--- config.mk ---
export PLATFORM = sky130hd
export DESIGN_NAME = fetch_target_queue_flat
export DESIGN_NICKNAME = d
export VERILOG_FILES = /design/src/logic/fetch_pkg.sv /design/src/logic/ftq_ifu_if.sv /design/src/logic/fetch_target_queue.sv /design/src/flat_wrapper.sv
export SDC_FILE = /design/constraint.sdc
export NUM_CORES = 1
export LEC_CHECK = 0
export BUFFER_PORTS_ARGS = -buffer_cell sky130_fd_sc_hd__buf_2
export CORE_MARGIN = 1.5
export CORE_UTILIZATION = 56
export CTS_BUF_LIST = sky130_fd_sc_hd__clkbuf_4 sky130_fd_sc_hd__clkbuf_8
export DETAILED_ROUTE_END_ITERATION = 6
export PLACE_DENSITY_LB_ADDON = 0.3
export SLEW_MARGIN = 10
export SYNTH_ARGS = -nofsm -noshare
export SYNTH_HDL_FRONTEND = slang
export SYNTH_SLANG_ARGS = --single-unit
--- constraint.sdc ---
create_clock -name clk -period 5.7 [get_ports clk]
set_input_delay 1.14 -clock clk [delete_from_list [all_inputs] [get_ports clk]]
set_output_delay 1.14 -clock clk [all_outputs]
set_load 0.03 [all_outputs]
--- src/logic/fetch_pkg.sv ---
`default_nettype none

package fetch_pkg;

    // Block and slot geometry
    localparam int FETCH_WIDTH = 4;
    localparam int ADDR_WIDTH = 32;
    localparam int DATA_WIDTH = 32;
    localparam int LINE_WIDTH = 128;
    localparam int WORDS_PER_LINE = LINE_WIDTH / DATA_WIDTH;

    // Fetch target queue
    localparam int FTQ_DEPTH = 4;
    localparam int FTQ_PTR_WIDTH = $clog2(FTQ_DEPTH);

    // 1 KiB instruction store
    localparam int ICACHE_WORDS = 256;
    localparam int ICACHE_IDX_WIDTH = $clog2(ICACHE_WORDS);

    localparam int LEN_WIDTH = $clog2(FETCH_WIDTH + 1);  // Holds 0 to 4

    typedef enum logic {
        FETCH_IDLE,
        FETCH_RUNNING
    } fetch_state_e;

    typedef struct packed {
        logic [ADDR_WIDTH-1:0] start_pc;
        logic                  is_cross_line;  // Block spills into the next line
        logic [LEN_WIDTH-1:0]  length;
    } ftq_entry_t;

endpackage

`default_nettype wire

--- src/logic/ftq_ifu_if.sv ---
`default_nettype none

interface ftq_ifu_if;

    logic                             valid;
    logic [fetch_pkg::ADDR_WIDTH-1:0] start_pc;
    logic                             is_cross_line;
    logic [fetch_pkg::LEN_WIDTH-1:0]  length;
    logic                             accept;  // Same cycle as valid

    modport queue (
        output valid, start_pc, is_cross_line, length,
        input  accept
    );

    modport ifu (
        input  valid, start_pc, is_cross_line, length,
        output accept
    );

endinterface

`default_nettype wire

--- src/logic/fetch_target_queue.sv ---
`default_nettype none

module fetch_target_queue (
    input wire                             clk,
    input wire                             rst,
    input wire                             redirect_i,
    input wire [fetch_pkg::ADDR_WIDTH-1:0] redirect_pc_i,
    ftq_ifu_if.queue                       ftq_o
);

    fetch_pkg::fetch_state_e state_q;
    logic [fetch_pkg::ADDR_WIDTH-1:0] pc_q;
    logic [fetch_pkg::ADDR_WIDTH-1:0] gen_pc;
    logic [fetch_pkg::ADDR_WIDTH-1:0] next_pc;
    logic [3:0] words_left;
    logic [3:0] end_word;
    fetch_pkg::ftq_entry_t gen_entry;
    fetch_pkg::ftq_entry_t ftq_mem [fetch_pkg::FTQ_DEPTH];
    fetch_pkg::ftq_entry_t head;
    logic [fetch_pkg::FTQ_PTR_WIDTH:0] wr_ptr_q;
    logic [fetch_pkg::FTQ_PTR_WIDTH:0] rd_ptr_q;
    logic [fetch_pkg::FTQ_PTR_WIDTH:0] count;
    logic full;
    logic empty;
    logic push;
    logic pop;

    // Redirect pc goes straight into the first block
    assign gen_pc = redirect_i ? {redirect_pc_i[fetch_pkg::ADDR_WIDTH-1:2], 2'b00} : pc_q;
    assign words_left = 4'd8 - {1'b0, gen_pc[4:2]};  // Up to the next 32-byte boundary

    always_comb begin
        gen_entry.start_pc = gen_pc;
        if (words_left > 4'(fetch_pkg::FETCH_WIDTH)) begin
            gen_entry.length = fetch_pkg::FETCH_WIDTH[fetch_pkg::LEN_WIDTH-1:0];
        end else begin
            gen_entry.length = words_left[fetch_pkg::LEN_WIDTH-1:0];
        end
        end_word = {2'b00, gen_pc[3:2]} + {1'b0, gen_entry.length};
        gen_entry.is_cross_line = end_word > 4'(fetch_pkg::WORDS_PER_LINE);
    end

    assign next_pc = gen_pc + {gen_entry.length, 2'b00};

    assign count = wr_ptr_q - rd_ptr_q;
    assign full  = count == fetch_pkg::FTQ_DEPTH;
    assign empty = count == '0;
    assign push  = redirect_i | ((state_q == fetch_pkg::FETCH_RUNNING) & ~full);
    assign pop   = ftq_o.valid & ftq_o.accept;

    always_ff @(posedge clk) begin
        if (rst) begin
            state_q  <= fetch_pkg::FETCH_IDLE;
            pc_q     <= '0;
            wr_ptr_q <= '0;
            rd_ptr_q <= '0;
        end else if (redirect_i) begin
            // Flush and restart with the new block in entry 0
            state_q  <= fetch_pkg::FETCH_RUNNING;
            pc_q     <= next_pc;
            wr_ptr_q <= 1;
            rd_ptr_q <= '0;
        end else begin
            if (push) begin
                pc_q     <= next_pc;
                wr_ptr_q <= wr_ptr_q + 1'b1;
            end
            if (pop) begin
                rd_ptr_q <= rd_ptr_q + 1'b1;
            end
        end
    end

    always_ff @(posedge clk) begin
        if (push) begin
            ftq_mem[redirect_i ? '0 : wr_ptr_q[fetch_pkg::FTQ_PTR_WIDTH-1:0]] <= gen_entry;
        end
    end

    assign head                = ftq_mem[rd_ptr_q[fetch_pkg::FTQ_PTR_WIDTH-1:0]];
    assign ftq_o.valid         = ~empty;
    assign ftq_o.start_pc      = head.start_pc;
    assign ftq_o.is_cross_line = head.is_cross_line;
    assign ftq_o.length        = head.length;

    // Never more entries than the queue holds
    a_no_push_full: assert property (@(posedge clk) disable iff (rst)
        count <= fetch_pkg::FTQ_DEPTH);

    // The fetch unit only takes an entry that exists
    a_no_pop_empty: assert property (@(posedge clk) disable iff (rst)
        ftq_o.accept |-> ~empty);

endmodule

`default_nettype wire

--- src/flat_wrapper.sv ---
// flat-port wrapper written by rule: the top's interface ports become plain ports
module fetch_target_queue_flat 
  (clk, rst, redirect_i, redirect_pc_i, ftq_o_valid, ftq_o_start_pc, ftq_o_is_cross_line, ftq_o_length, ftq_o_accept);
  ftq_ifu_if ftq_o_i ();
  input wire clk;
  input wire rst;
  input wire redirect_i;
  input wire [fetch_pkg::ADDR_WIDTH-1:0] redirect_pc_i;
  output wire logic [$bits(ftq_o_i.valid)-1:0] ftq_o_valid;
  output wire logic [$bits(ftq_o_i.start_pc)-1:0] ftq_o_start_pc;
  output wire logic [$bits(ftq_o_i.is_cross_line)-1:0] ftq_o_is_cross_line;
  output wire logic [$bits(ftq_o_i.length)-1:0] ftq_o_length;
  input wire logic [$bits(ftq_o_i.accept)-1:0] ftq_o_accept;
  assign ftq_o_valid = ftq_o_i.valid;
  assign ftq_o_start_pc = ftq_o_i.start_pc;
  assign ftq_o_is_cross_line = ftq_o_i.is_cross_line;
  assign ftq_o_length = ftq_o_i.length;
  assign ftq_o_i.accept = ftq_o_accept;
  fetch_target_queue u_core (.clk(clk), .rst(rst), .redirect_i(redirect_i), .redirect_pc_i(redirect_pc_i), .ftq_o(ftq_o_i));
endmodule
# Yosys cells after proc, flatten, opt, wreduce, memory -nomap -nowiden
# Memories as Yosys holds them, arrays and structs flattened. A register that Yosys moved wholly into a read port is not among the register bits.
# Cells that the tools add are included.
[totals]
rom_bits = 0
latch_bits = 0
out_inout_bits = 37
mem_count = 1
ramBits = 144
reg_bits = 39
inputBits = 36
[classes]
n_reduce_logical = 3
addsub = 6
n_lt_le_gt_ge = 2
multipliers = 0
shifts = 0
n_eq_ne = 1
div = 0
n_mux = 11
n_bitwise = 5
[memory_table]
columns = ["memory", "depth", "word_bits", "rd", "rd_clocked_by_memory_dff", "wr", "line_no", "source"]
rows = [
  ["u_core.ftq_mem", 4, 36, 1, 1, 1, "fetch_target_queue.sv:18", "fetch_pkg::ftq_entry_t ftq_mem [fetch_pkg::FTQ_DEPTH];"],
]
[ops]
columns = ["cell", "count"]
rows = [
  ["2-to-1 mux 32 bit", 3],
  ["adder 32 x 5 -> 32 bit", 1],
  ["greater-than comparator 4 x 3 -> 1 bit, second input constant", 2],
  ["adder 3 x 1 -> 3 bit, second input constant", 2],
  ["2-to-1 mux 2 bit", 3],
  ["adder 2 x 3 -> 4 bit", 1],
  ["2-to-1 mux 1 bit", 4],
  ["subtractor 4 x 3 -> 4 bit, first input constant", 1],
  ["equality test 3 bit, second input constant", 1],
  ["zero test 3 bit", 1],
  ["2-to-1 mux 3 bit", 1],
  ["subtractor 3 bit", 1],
  ["AND 1 bit", 2],
  ["NOT 1 bit", 2],
  ["nonzero test 2 bit", 1],
  ["OR reduction 2 bit", 1],
  ["OR 1 bit", 1],
]

# Longest topological paths before layout
[logic_depth]
depth_word = 7
mapped_depth = 14
ltp_nobuf = 9

# Worst setup path before layout
# OpenSTA, ideal clock, no wires.
[synth_timing]
path_type = "input port to flip-flop"
from = "in redirect_i"
to = "mem u_core.ftq_mem[1][0] (netlist name) (enable)"
required_ns = 5.181
setup_slack_ns = -0.317
stages = 8
setup_time_ns = 0.519
path_buffers = 5
arrival_ns = 5.498
path_cell_list = "buf_6 > buf_6 > buf_6 > nor2_1 > a21o_1 > buf_2 > clkbuf_1 > nor4_1"
[synth_via]
elab_chain_cells = 3
word_cells_on_any_way = 4
[synth_rtl]
columns = ["item", "line_no", "source"]
rows = [
  ["from (decl)", "flat_wrapper.sv:7", "input wire redirect_i;"],
  ["OR 1 bit", "fetch_target_queue.sv:48", "assign push = redirect_i | ((state_q == fetch_pkg::FETCH_RUNNING) & ~full);"],
  ["2-to-1 mux 1 bit", "fetch_target_queue.sv:75", "if (push) begin"],
  ["2-to-1 mux 1 bit", "fetch_target_queue.sv:76", "ftq_mem[redirect_i ? '0 : wr_ptr_q[fetch_pkg::FTQ_PTR_WIDTH-1:0]] <= gen_entry;"],
  ["to (decl)", "fetch_target_queue.sv:18", ""],
]
# Parallel ways exist; a longest one is shown, timed or not.

==> impl_metrics.csv <==
group,metric,value,unit
clock_network,cts_made_buffers,17,
clock_network,clk_latency,0.47,ns
synth,ys_ff_latch,185,
clock_network,clockBufferDepth,2,
synth,ys.flop_type,"edfxtp_1",
synth,syn_nets,572,
synth,avgSynthCellArea,15.1,µm²
detailed_routing,finalWirelength,16100,µm
global_routing,grt_pass1_wl,24600,µm
power,p_leak,3.15,nW
finish,utilization,64.1,%
finish,fillerInstances,1001,
place,place_area,0.00855,mm²
clock_network,postCtsHoldBufs,0,
clock_network,clock-sinks,185,
floorplanning,dieArea,0.0151,mm²
finish,stdcell_area,0.00893,mm²
finish,multi_input_area,0.00270,mm²
finish,final_cells,795,
timing,period_share,64.2,%
timing,setup_tns,0,ns
power,irDropWorstVdd,0.177,mV
clock_network,cts_tree,"yes",
synth,synth-edff-count,144,
detailed_routing,antenna_left,0,
power,fin_total_pwr,2.78,mW
timing,rsz0062_at_grt,"no",
clock_network,cts_root_buf,"clkbuf_8",
worst_hold_path,hold_class,"reg2reg",
timing,relSlewSlack,30.1,%
detailed_routing,wl_per_cell,20.2,µm
timing,setup_violations,0,
global_routing,first_global_vias,4729,
place,port_buffers,70,
setup_path,crit_path_cell_trace,"buf_4, mux4_2, buf_2",
timing,final.setup_skew,0.0114,ns
timing,fmax,273,MHz
timing,hold_ws,0.447,ns
setup_path,cp.required,4.56,ns
finish,drive_gt1_share,32.0,%
place,dpl_worst_slack,1.64,ns
timing,slew_violations,0,
global_routing,antenna_found_initial,0,
timing,worstMarginPinSlew,1.05,ns
setup_path,cp.arrival,2.52,ns
synth,synth.distinct_cells,58,
detailed_routing,routed_via_density,5.93,
floorplanning,placementRows,43,
detailed_routing,post-route-drc-count,0,
finish,synthToLayoutAreaGrowth,11.2,%
setup_path,crit_slowest_cell,"dfxtp_2",
run_status,status,"finished, final reports clean",
timing,hold_violations,0,
synth,ys_async_sr_fraction,0,%
floorplanning,die_h,123,µm
place,place_congestion,0.848,
finish,regArea,0.00515,mm²
setup_path,path_max_fanout,20,
detailed_routing,vias,4713,
floorplanning,core_region_area,0.0139,mm²
global_routing,grt_max_degree,44,
synth,ys_warn_count,0,
floorplanning,io_pins,73,
place,post-place-cells,763,
setup_path,path_class,"reg2out",
synth,netlist_area,0.00803,mm²
setup_path,path_delay_family,"flip-flops",
synth,syn_inst,531,
floorplanning,initial_core_util,57.7,%
finish,diodes,0,
setup_path,cp_num_buf_inv,2,
clock_network,cts_resized,0,
setup_path,end_kind,"output port",
worst_hold_path,hp-start,"u_core.pc_q[31]$_SDFFE_PP0P_",
place,dp_hpwl,10100,µm
timing,layout_min_cycle_time,3.66,ns
clock_network,htree_num_levels,4,
timing,setup_slack,2.04,ns
setup_path,crit_path_max_incr_delay,0.74,ns
finish,fin_nets,643,
detailed_routing,dr.first_iter.drc_count,401,
global_routing,track_usage,22.5,%
setup_path,cp-start-kind,"flip-flop",
synth,yosysSeqAreaShare,64.0,%
clock_network,clkSlewWorstSetupHoldPaths,0.09,ns
floorplanning,die_w,123,µm
power,p_per_area,311,mW/mm²
global_routing,overflow,0,
setup_path,r2r_start,"u_core.wr_ptr_q[0]$_SDFFE_PP0P_",
flow_run,drv_cap,0,
clock_network,post-cts-setup-buffers,0,
detailed_routing,drt_pass1_iterations,6,
## synthesized netlist by cell type, drive strengths merged (12+ instances only)
master    n  area (µm²)
edfxtp  144        4320
nand2    50         193
dfxtp    41         821
mux4     36         811
nor2     23        88.8
xnor2    23         201
a21oi    19        98.9
buf      18         124
mux2     18         203
inv      15        56.3
nor3     14        85.1
nand3    13        75.1
o21ai    13        68.8
nand3b   12         103
## worst min-delay path: stages, from the launching register on
cell and delay (ns):
dfxtp_1 0.32, nand2_1 0.05, o21ai_1 0.05
## cell usage in the layout (no fill, tap or decap), types with 5 or more instances in the layout
cell	n
mux2_2	18
a211oi_1	5
nor2b_1	7
buf_2	70
edfxtp_1	144
xnor2_1	23
nand3_1	11
mux2i_1	11
clkbuf_8	17
clkinvlp_4	5
nand4_1	8
dfxtp_1	39
nand2_1	48
ha_1	5
mux4_2	36
o21ai_0	10
inv_1	14
buf_4	10
a21oi_1	17
nand3b_1	11
nor2_1	21
nor3_1	11
## flip-flops by register name (all words and copies together) (netlist names), named ones only
signal	flops
u_core.ftq_mem	144
u_core.pc_q	32
u_core.wr_ptr_q	3
u_core.state_q	1
u_core.rd_ptr_q	3
## worst paths after layout
check                                                      end  cells after the start  slack [ns]
worst min-delay path              u_core.pc_q[31]$_SDFFE_PP0P_                      2        0.45
worst max register to register  u_core.ftq_mem[3][1]$_DFFE_PP_                      7        2.40
worst min register to register    u_core.pc_q[31]$_SDFFE_PP0P_                      2        0.45
worst max-delay path                        ftq_o_start_pc[28]                      3        2.04
## report_power, final
group / internal [mW] / total (mW) / switching (mW)
registers: 1.53 / 1.56 / 0.0320
logic: 0.134 / 0.369 / 0.235
clock network: 0.394 / 0.845 / 0.451
total: 2.06 / 2.78 / 0.719
## cell type report
cell class	count	area share, %
well taps	180	2.52
repair buffers	80	4.76
flip-flops and latches	185	57.6
multi-input cells	303	30.2
clock buffers	19	2.79
inverters	15	0.630
clock inverters	13	1.44
## metal layers
metal / global-route usage (%) / routed length (µm) / part of all wire (%) / vias to the layer above
met5: 0 / 0 / 0 / -
met4: 10.2 / 351 / 2.2 / 0
met3: 4.93 / 906 / 5.6 / 30
met2: 36.3 / 7960 / 50 / 143
met1: 29.2 / 6850 / 43 / 2369
li1: - / - / - / 2171
## cell families after synthesis
logic type	share of synthesized area (%)
buffers and inverters	2.71
and+or+nand+nor	10.6
adders and majority gates	0.779
DFF	64.0
xor gates and xnor gates	2.83
AOI/OAI and AO/OA	5.03
muxes	14.0
No activity file was read; power rests on OpenSTA's default activity.
