**config.mk**
```make
export PLATFORM = sky130hd
export DESIGN_NAME = ifu_flat
export DESIGN_NICKNAME = d
export VERILOG_FILES = /design/src/logic/fetch_pkg.sv /design/src/logic/ftq_ifu_if.sv /design/src/logic/icache_rd_if.sv /design/src/logic/ifu.sv /design/src/flat_wrapper.sv
export SDC_FILE = /design/constraint.sdc
export NUM_CORES = 1
export LEC_CHECK = 0
export BUFFER_PORTS_ARGS = -buffer_cell sky130_fd_sc_hd__buf_2
export CAP_MARGIN = 20
export CORE_AREA = 2 2 244 246
export DETAILED_ROUTE_END_ITERATION = 10
export DIE_AREA = 0 0 246 248
export GPL_TIMING_DRIVEN = 0
export PLACE_DENSITY = 0.65
export SKIP_CTS_REPAIR_TIMING = 1
export SLEW_MARGIN = 20
export SYNTH_ARGS = -nofsm -noshare
export SYNTH_HDL_FRONTEND = slang
export SYNTH_SLANG_ARGS = --single-unit
```
**constraint.sdc**
```tcl
create_clock -name clk -period 17.2 [get_ports clk]
set_clock_uncertainty 0.15 [all_clocks]
set_input_delay 0.86 -clock clk [delete_from_list [all_inputs] [get_ports clk]]
set_output_delay 0.86 -clock clk [all_outputs]
set_load 0.02 [all_outputs]
```
**src/logic/fetch_pkg.sv**
```systemverilog
`default_nettype none

package fetch_pkg;

    // Block and slot geometry
    localparam int FETCH_WIDTH = 4;
    localparam int ADDR_WIDTH = 32;
    localparam int DATA_WIDTH = 32;
    localparam int LINE_WIDTH = 128;
    localparam int WORDS_PER_LINE = LINE_WIDTH / DATA_WIDTH;

    // Fetch target queue
    localparam int FTQ_DEPTH = 4;
    localparam int FTQ_PTR_WIDTH = $clog2(FTQ_DEPTH);

    // 1 KiB instruction store
    localparam int ICACHE_WORDS = 256;
    localparam int ICACHE_IDX_WIDTH = $clog2(ICACHE_WORDS);

    localparam int LEN_WIDTH = $clog2(FETCH_WIDTH + 1);  // Holds 0 to 4

    typedef enum logic {
        FETCH_IDLE,
        FETCH_RUNNING
    } fetch_state_e;

    typedef struct packed {
        logic [ADDR_WIDTH-1:0] start_pc;
        logic                  is_cross_line;  // Block spills into the next line
        logic [LEN_WIDTH-1:0]  length;
    } ftq_entry_t;

endpackage

`default_nettype wire

```
**src/logic/ftq_ifu_if.sv**
```systemverilog
`default_nettype none

interface ftq_ifu_if;

    logic                             valid;
    logic [fetch_pkg::ADDR_WIDTH-1:0] start_pc;
    logic                             is_cross_line;
    logic [fetch_pkg::LEN_WIDTH-1:0]  length;
    logic                             accept;  // Same cycle as valid

    modport queue (
        output valid, start_pc, is_cross_line, length,
        input  accept
    );

    modport ifu (
        input  valid, start_pc, is_cross_line, length,
        output accept
    );

endinterface

`default_nettype wire

```
**src/logic/icache_rd_if.sv**
```systemverilog
`default_nettype none

interface icache_rd_if;

    // Port 1 only used for the second line of a cross-line block
    logic [1:0]                                   rreq;
    logic [1:0][fetch_pkg::ADDR_WIDTH-1:0] raddr;
    logic [1:0]                                   rvalid;
    logic [1:0][fetch_pkg::LINE_WIDTH-1:0] rdata;

    modport ifu (
        output rreq, raddr,
        input  rvalid, rdata
    );

    modport cache (
        input  rreq, raddr,
        output rvalid, rdata
    );

endinterface

`default_nettype wire

```
**src/logic/ifu.sv**
```systemverilog
`default_nettype none

module ifu (
    input wire        clk,
    input wire        rst,
    input wire        flush_i,
    input wire        stall_i,  // Instruction buffer full
    ftq_ifu_if.ifu    ftq_i,
    icache_rd_if.ifu  icache_o,
    output logic [fetch_pkg::FETCH_WIDTH-1:0]                            slot_valid_o,
    output logic [fetch_pkg::FETCH_WIDTH-1:0][fetch_pkg::ADDR_WIDTH-1:0] slot_pc_o,
    output logic [fetch_pkg::FETCH_WIDTH-1:0][fetch_pkg::DATA_WIDTH-1:0] slot_instr_o,
    output logic [fetch_pkg::FETCH_WIDTH-1:0]                            slot_last_o
);

    logic p0_send;
    logic flushing_q;
    logic flushing;
    logic p1_valid;
    fetch_pkg::ftq_entry_t p1_entry;
    logic [1:0] p1_rvalid_q;
    logic [1:0][fetch_pkg::LINE_WIDTH-1:0] p1_rdata_q;
    logic [1:0] line_present;
    logic p1_read_done;
    logic p1_busy;
    logic [2*fetch_pkg::WORDS_PER_LINE-1:0][fetch_pkg::DATA_WIDTH-1:0] lines;

    // P0 takes a block only when no read is left over
    assign p0_send      = ftq_i.valid & ~flushing & ~stall_i & ~p1_busy;
    assign ftq_i.accept = p0_send;

    always_comb begin
        icache_o.rreq  = '0;
        icache_o.raddr = '0;
        if (p0_send) begin
            icache_o.rreq[0]  = 1'b1;
            icache_o.rreq[1]  = ftq_i.is_cross_line;
            icache_o.raddr[0] = {ftq_i.start_pc[fetch_pkg::ADDR_WIDTH-1:4], 4'b0000};
            if (ftq_i.is_cross_line) begin
                icache_o.raddr[1] = {ftq_i.start_pc[fetch_pkg::ADDR_WIDTH-1:4] + 1'b1, 4'b0000};
            end
        end
    end

    // P1 counts a line as present in the cycle it returns
    assign line_present = icache_o.rvalid | p1_rvalid_q;
    assign p1_read_done = p1_valid & line_present[0] & (line_present[1] | ~p1_entry.is_cross_line);
    assign p1_busy      = p1_valid & ~p1_read_done;

    assign flushing = flushing_q | flush_i;

    always_ff @(posedge clk) begin
        if (rst) begin
            flushing_q <= 1'b0;
        end else if (flush_i & p1_busy) begin
            flushing_q <= 1'b1;  // Drop the read still in flight
        end else if (p1_read_done) begin
            flushing_q <= 1'b0;
        end
    end

    always_ff @(posedge clk) begin
        if (rst) begin
            p1_valid    <= 1'b0;
            p1_rvalid_q <= '0;
        end else if (p0_send) begin
            p1_valid    <= 1'b1;
            p1_rvalid_q <= '0;
        end else if (p1_read_done & (~stall_i | flushing)) begin
            p1_valid    <= 1'b0;
            p1_rvalid_q <= '0;
        end else begin
            p1_rvalid_q <= line_present;  // Wait here under stall
        end
    end

    always_ff @(posedge clk) begin
        if (p0_send) begin
            p1_entry.start_pc      <= ftq_i.start_pc;
            p1_entry.is_cross_line <= ftq_i.is_cross_line;
            p1_entry.length        <= ftq_i.length;
        end
        for (int p = 0; p < 2; p++) begin
            if (icache_o.rvalid[p]) begin
                p1_rdata_q[p] <= icache_o.rdata[p];
            end
        end
    end

    // P2 picks the words out of both lines
    assign lines = {
        icache_o.rvalid[1] ? icache_o.rdata[1] : p1_rdata_q[1],
        icache_o.rvalid[0] ? icache_o.rdata[0] : p1_rdata_q[0]
    };

    always_ff @(posedge clk) begin
        if (rst | flush_i) begin
            slot_valid_o <= '0;
            slot_last_o  <= '0;
        end else if (~stall_i) begin
            for (int i = 0; i < fetch_pkg::FETCH_WIDTH; i++) begin
                if (p1_read_done & ~flushing_q) begin
                    slot_valid_o[i] <= i[fetch_pkg::LEN_WIDTH-1:0] < p1_entry.length;
                    slot_last_o[i]  <= (i[fetch_pkg::LEN_WIDTH-1:0] + 1'b1) == p1_entry.length;
                end else begin
                    slot_valid_o[i] <= 1'b0;
                    slot_last_o[i]  <= 1'b0;
                end
            end
        end
    end

    always_ff @(posedge clk) begin
        if (~stall_i & p1_read_done) begin
            for (int i = 0; i < fetch_pkg::FETCH_WIDTH; i++) begin
                slot_pc_o[i]    <= p1_entry.start_pc + {i[fetch_pkg::ADDR_WIDTH-3:0], 2'b00};
                slot_instr_o[i] <= lines[{1'b0, p1_entry.start_pc[3:2]} + i[2:0]];
            end
        end
    end

    // The first line is back one cycle after the block was taken
    a_line0_returns: assert property (@(posedge clk) disable iff (rst)
        ftq_i.accept |=> icache_o.rvalid[0]);

    // No second accept while a cross-line read is outstanding
    a_no_accept_in_flight: assert property (@(posedge clk) disable iff (rst)
        ftq_i.accept & ftq_i.is_cross_line |=> ~ftq_i.accept);

endmodule

`default_nettype wire

```
**src/flat_wrapper.sv**
```systemverilog
// flat-port wrapper written by rule: the top's interface ports become plain ports
module ifu_flat 
  (clk, rst, flush_i, stall_i, slot_valid_o, slot_pc_o, slot_instr_o, slot_last_o, ftq_i_valid, ftq_i_start_pc, ftq_i_is_cross_line, ftq_i_length, ftq_i_accept, icache_o_rreq, icache_o_raddr, icache_o_rvalid, icache_o_rdata);
  ftq_ifu_if ftq_i_i ();
  icache_rd_if icache_o_i ();
  input wire clk;
  input wire rst;
  input wire flush_i;
  input wire stall_i;
  output logic [fetch_pkg::FETCH_WIDTH-1:0] slot_valid_o;
  output logic [fetch_pkg::FETCH_WIDTH-1:0][fetch_pkg::ADDR_WIDTH-1:0] slot_pc_o;
  output logic [fetch_pkg::FETCH_WIDTH-1:0][fetch_pkg::DATA_WIDTH-1:0] slot_instr_o;
  output logic [fetch_pkg::FETCH_WIDTH-1:0] slot_last_o;
  input wire logic [$bits(ftq_i_i.valid)-1:0] ftq_i_valid;
  input wire logic [$bits(ftq_i_i.start_pc)-1:0] ftq_i_start_pc;
  input wire logic [$bits(ftq_i_i.is_cross_line)-1:0] ftq_i_is_cross_line;
  input wire logic [$bits(ftq_i_i.length)-1:0] ftq_i_length;
  output wire logic [$bits(ftq_i_i.accept)-1:0] ftq_i_accept;
  output wire logic [$bits(icache_o_i.rreq)-1:0] icache_o_rreq;
  output wire logic [$bits(icache_o_i.raddr)-1:0] icache_o_raddr;
  input wire logic [$bits(icache_o_i.rvalid)-1:0] icache_o_rvalid;
  input wire logic [$bits(icache_o_i.rdata)-1:0] icache_o_rdata;
  assign ftq_i_i.valid = ftq_i_valid;
  assign ftq_i_i.start_pc = ftq_i_start_pc;
  assign ftq_i_i.is_cross_line = ftq_i_is_cross_line;
  assign ftq_i_i.length = ftq_i_length;
  assign ftq_i_accept = ftq_i_i.accept;
  assign icache_o_rreq = icache_o_i.rreq;
  assign icache_o_raddr = icache_o_i.raddr;
  assign icache_o_i.rvalid = icache_o_rvalid;
  assign icache_o_i.rdata = icache_o_rdata;
  ifu u_core (.clk(clk), .rst(rst), .flush_i(flush_i), .stall_i(stall_i), .ftq_i(ftq_i_i), .icache_o(icache_o_i), .slot_valid_o(slot_valid_o), .slot_pc_o(slot_pc_o), .slot_instr_o(slot_instr_o), .slot_last_o(slot_last_o));
endmodule
```
* Word level (Yosys, flattened, before mapping) *
Index checks and enable logic that the tools add are counted.
Widths: inputs -> output; s select.

word-level totals
  flip-flop bits (word level) = 560
  output and inout port bits = 331
  logic and storage cells = 86

operators by class
  $add $sub $neg = 7
  magnitude comparators = 8
  eq/ne operators = 4
  multiplexer cells = 25
  bitwise gates (word level) = 21
  reductions and logical operators = 3

operators by type and width
  operator               count
  $bmux 32 s3            3
  $mux 128               2
  $mux 32                5
  $add 32x4->32 const B  2
  $bmux 32 s2            1
  $mux 64                1
  $add 32x3->32 const B  1
  $add 28x1->28 const B  1
  $lt 3x4->1 const B     3
  $mux 1                 12
  $and 1x1->1            10
  $add 2x2->3 const B    2
  $eq 2x3->1 const A     2
  $lt 1x3->1 const A     2
  $lt 2x3->1 const A     2
  $not 1->1              6
  $lt 2x4->1 const B     1
  $or 1x1->1             4
  $reduce_bool 2->1      2
  $add 2x1->3 const B    1
  $eq 1x3->1 const A     1
  $eq 3x3->1 const A     1
  $reduce_or 3->1        1
  $mux 2                 1
  $or 2x2->2             1

* Depth between registers and ports, before layout *
  depth in word-level cells = 8
  mapped depth = 11

* Least setup slack after synthesis *
No wires, ideal clock.

  path kind = input to register
  start point = input port icache_o_rvalid[0]
  end point = register u_core.slot_instr_o[0] in the netlist's numbering, enable pin
  library setup time = 0.861 ns
  data arrival time = 11.529 ns
  setup slack = 4.660 ns
  stages on the path = 3
  buffers on the path = 0
  path through = o21ai_0 > or2_2 > nor2_1

on the way
  cells in the longest elaborated chain, start to end = 4

RTL lines
  item                             line                source
  from (decl)                      flat_wrapper.sv:21  input wire logic [$bits(icache_o_i.rvalid)-1:0] icache_o_rvalid;
  $or 2x2->2                       ifu.sv:46           assign line_present = icache_o.rvalid | p1_rvalid_q;
  $and 1x1->1 (2 in series)        ifu.sv:47           assign p1_read_done = p1_valid & line_present[0] & (line_present[1] | ~p1_entry.is_cross_line);
  $and 1x1->1                      ifu.sv:114          if (~stall_i & p1_read_done) begin
  to (signal, indexed assignment)  ifu.sv:117          slot_instr_o[i] <= lines[{1'b0, p1_entry.start_pc[3:2]} + i[2:0]];
  to (decl)                        ifu.sv:12           output logic [fetch_pkg::FETCH_WIDTH-1:0][fetch_pkg::DATA_WIDTH-1:0] slot_instr_o,

No other way between the ends.
A chain may end at the register's enable or synchronous reset.

* Final worst setup path *
  start point = register u_core.p1_entry[6] in the netlist's numbering
  end point = register u_core.slot_instr_o[105] in the netlist's numbering, data pin

on the way
  cells in the longest elaborated chain, start to end = 3

RTL lines
  item                           line        source
  from (decl)                    ifu.sv:20   fetch_pkg::ftq_entry_t p1_entry;
  $add 2x2->3                    ifu.sv:117
  $bmux 32 s3                    ifu.sv:117
  $mux 32 (implied by the code)  ifu.sv:117

No other way between the ends. The select of a mux whose other input is x is not followed.

==> results.md <==
* IO buf count at 621
* Final-report setup violation count at 0
* Total grt overflow at 0
* Crit Path Max Fanout at 11
* Placeable core region at 58500 um2
* End point of the critical path: u_core.slot_instr_o[105]
* Proportion of layout cells with a drive suffix above 1 at 0.389
* Nature of the critical path startpoint: flip-flop
* Highest cell delay on the worst timing path at 740 ps
* Worst hold path startpoint: ftq_i_start_pc[1]
* Wire length per cell after detailed routing at 26.1 um
* Slowest library cell on the worst path: clkbuf_1
* Horizontal die dimension at 246 um
* Maximum number of pins on one net before global-route repair at 32
* Worst setup path startpoint: u_core.p1_entry[6]
* Total buffers and inverters traversed by the critical path at 7
* Register cell area after layout at 13900 um2
* First-pass GRT wire length at 128000 um
* Result of the run: finished clean
* Worst-path cell chain: clkbuf_1 > inv_2 > buf_2 > buf_1 > ha_1 > clkbuf_1 > nor2b_1 > clkbuf_1 > clkbuf_1 > a22oi_1 > o221ai_1
* Iteration-0 DRC count of the detailed router at 1742
* Cell chosen for the clock root: clkbuf_16
* Leakage component of the power at 12.7 nW
* Final net count at 2994
* Hold WC Path Type: in2reg
* Most area-hungry cell type in the Yosys netlist: edfxtp_1
* Portion of synthesized cell area occupied by the leading cell type at 0.354
* Max Transition Viols Final at 0
* Type of destination of the critical path: flip-flop
* Total placed instance area at 28500 um2
* Via count of the first global-routing pass at 18900
* Final-report hold violation count at 0
* Worst R2R Start: u_core.p1_entry[6]
* Non-filler cells in the finished layout at 3541
* Final Instance Area at 30500 um2
* Endpoint arrival time on the critical path at 5060 ps
* Clock tree from TritonCTS: yes
* Die height at 248 um
* DRT antenna net count at 0
* Max-slew headroom at the worst pin at 0.223
* Synthesized area at 24100 um2
* # H-tree levels at 2
* Stages on the worst setup path at 11
* Most repeated library cell on the critical path: clkbuf_1
* Part of the Yosys area used for sequential elements at 0.576
* Clock network latency to the later pin of the worst-skew pair at 630 ps
* Maximum clock rate at 0.208 GHz
* Syn Area/Cell at 12.1 um2
* Sum of negative setup slack at 0 ps
* Synth unique cells at 48
* Starting Density at 0.413
* Residual DRC at 0
* Setup slack of the worst register-to-register path at 12390 ps
* Power density of the placed cells at 103 nW/um2
* Overall routed net length at 92600 um
* Number of top-level pins at 630
* Number of core rows at 89
* Max-cap violations at 0
* RSZ-0062 raised after global routing: no
* Area enclosed by the die boundary at 61000 um2
* Tot GR Track Use at 0.290
* Slew at the pin closest to its max-slew limit at 1170 ps
* Filler cell count in the final layout at 5160
* Required time of the critical path at 17460 ps
* Layout Utilization at 0.522
* Placer congestion estimate at 0.926
* Via-to-Cell Ratio at 5.55
* Area used by multi-input combinational logic at 9280 um2
* Share of async-settable or async-resettable flops after synthesis at 0
* Endpoint of the most critical register-to-register path: u_core.slot_instr_o[105]
* Final HPWL DP at 70100 um
* Number of buffers created by CTS at 58
* Leading cell types by total area after synthesis: edfxtp_1 35%, dfxtp_1 22%, mux2_2 12%, mux2i_1 6.6%, o221ai_1 2.3%
* Area Overhead vs Synth at 26.4%
* Number of instances in the placed design at 3402
* Worst r2r path cells at 11
* Number of iterations in the first detailed-routing pass at 6
* Final Critical Period at 4810 ps
* Dominant synthesized flop cell: edfxtp_1
* Maximum root-to-sink buffer count at 3
* Synthesized flop and latch total at 552
* Number of warnings printed during yosys synthesis at 0
* Largest delay share family, worst path: buffers and inverters
* Clock Pin Slew Worst Setup and Hold Paths at 70 ps
* Worst-case hold slack at 270 ps
* Post-Syn Instances at 1989
* Post-synth EDFFs at 284
* Fin crit share at 0.279
* Kind of critical path: reg2reg
* Highest ir drop seen on vdd at 0.0861 mV
* Number of vias in the routed layout at 19600
* Antenna violations before repair at 36
* Sinks on Clock Net at 552
==> sequential cells by signal (all words and copies together) (netlist names) <==
signal,cells
u_core.flushing_q,1
u_core.p1_entry,36
u_core.p1_rvalid_q,2
u_core.slot_valid_o,4
u_core.slot_pc_o,120
u_core.slot_instr_o,128
u_core.slot_last_o,4
u_core.p1_rdata_q,256
u_core.p1_valid,1
==> Yosys cell counts (3+ instances only) <==
master,instances
o21ai_0,74
and3_1,31
clkbuf_1,79
mux2i_1,160
or2_2,3
a22oi_1,66
o31ai_1,8
nor3_1,17
or3_1,42
xnor2_1,59
o221ai_1,64
a21oi_1,53
nand3_1,32
nand2_1,79
mux2_2,256
nor4_1,12
buf_4,17
nand4_1,22
edfxtp_1,284
buf_2,39
inv_1,76
dfxtp_1,268
nand2b_1,4
nor2_1,144
nor3b_1,3
and4_1,5
xor2_1,35
or4_1,10
ha_1,5
buf_1,17
==> cells by family after synthesis <==
group	count (synthesis)	share of synthesized area
buf+inv	232	0.0412
xor+xnor	94	0.0341
flops	552	0.576
mux	416	0.186
fa+ha+maj	5	0.00259
compound gates	269	0.0739
other cells	1	0.000155
simple gates	420	0.0863
==> cells in the final DEF, fill, tap and decap left out, types with 9 or more instances in the layout <==
master / count
clkbuf_16: 59
o221ai_1: 64
o21ai_0: 74
or4_1: 10
nor3_1: 17
diode_2: 28
and3_1: 31
a21oi_1: 53
clkinv_2: 15
edfxtp_1: 284
or3_1: 42
clkbuf_1: 86
a22oi_1: 66
xor2_1: 35
mux2_2: 256
buf_4: 19
inv_1: 75
buf_12: 9
nor2_1: 143
buf_2: 660
buf_1: 17
nor4_1: 11
nand4_1: 22
nand2_1: 79
nand3_1: 32
mux2i_1: 160
xnor2_1: 59
dfxtp_1: 268
==> routing by layer <==
layer	vias to the layer above	wire length, um	track usage
met4	26	3850	0.125
met1	9638	35500	0.364
met3	238	8840	0.0726
met2	1030	44200	0.475
met5	-	186	0
li1	8713	-	-
==> area by class of cell <==
cell class              count  share of cell area
diodes                     28             0.00230
plain buffers             155              0.0231
clock buffers              73              0.0521
clock inverters            37              0.0113
inverters                  77             0.00948
multi-input cells        1212               0.304
flip-flops and latches    552               0.455
well taps                 773              0.0317
repair buffers            634               0.110
==> stage by stage <==
| step | setup WS, ps | power (mW) |
|---|---|---|
| finish | 12390 | 3.14 |
| global route | 12240 | 3.23 |
| CTS | 12270 | 3.15 |
| detailed placement | 12270 | 1.88 |
| global placement | -1160 | 1.87 |
| floorplan | 4660 | 1.74 |
==> where the power goes <==
| part | switching [mW] | internal, mW |
|---|---|---|
| clock | 0.560 | 0.720 |
| sequential | 0.0219 | 1.46 |
| combinational | 0.220 | 0.153 |
==> worst min-delay path by stage <==
stage | end | slack, ps | depth (start not counted)
after detailed placement | u_core.slot_pc_o[97] | 260 | 0
after global routing | u_core.p1_entry[5] | 250 | 1
after CTS | u_core.p1_entry[5] | 240 | 1
after floorplan | u_core.slot_pc_o[96] | 250 | 0
final | u_core.p1_entry[5] | 270 | 1
after global placement | u_core.slot_pc_o[96] | 250 | 0
Power figures use the tool's default switching activity.
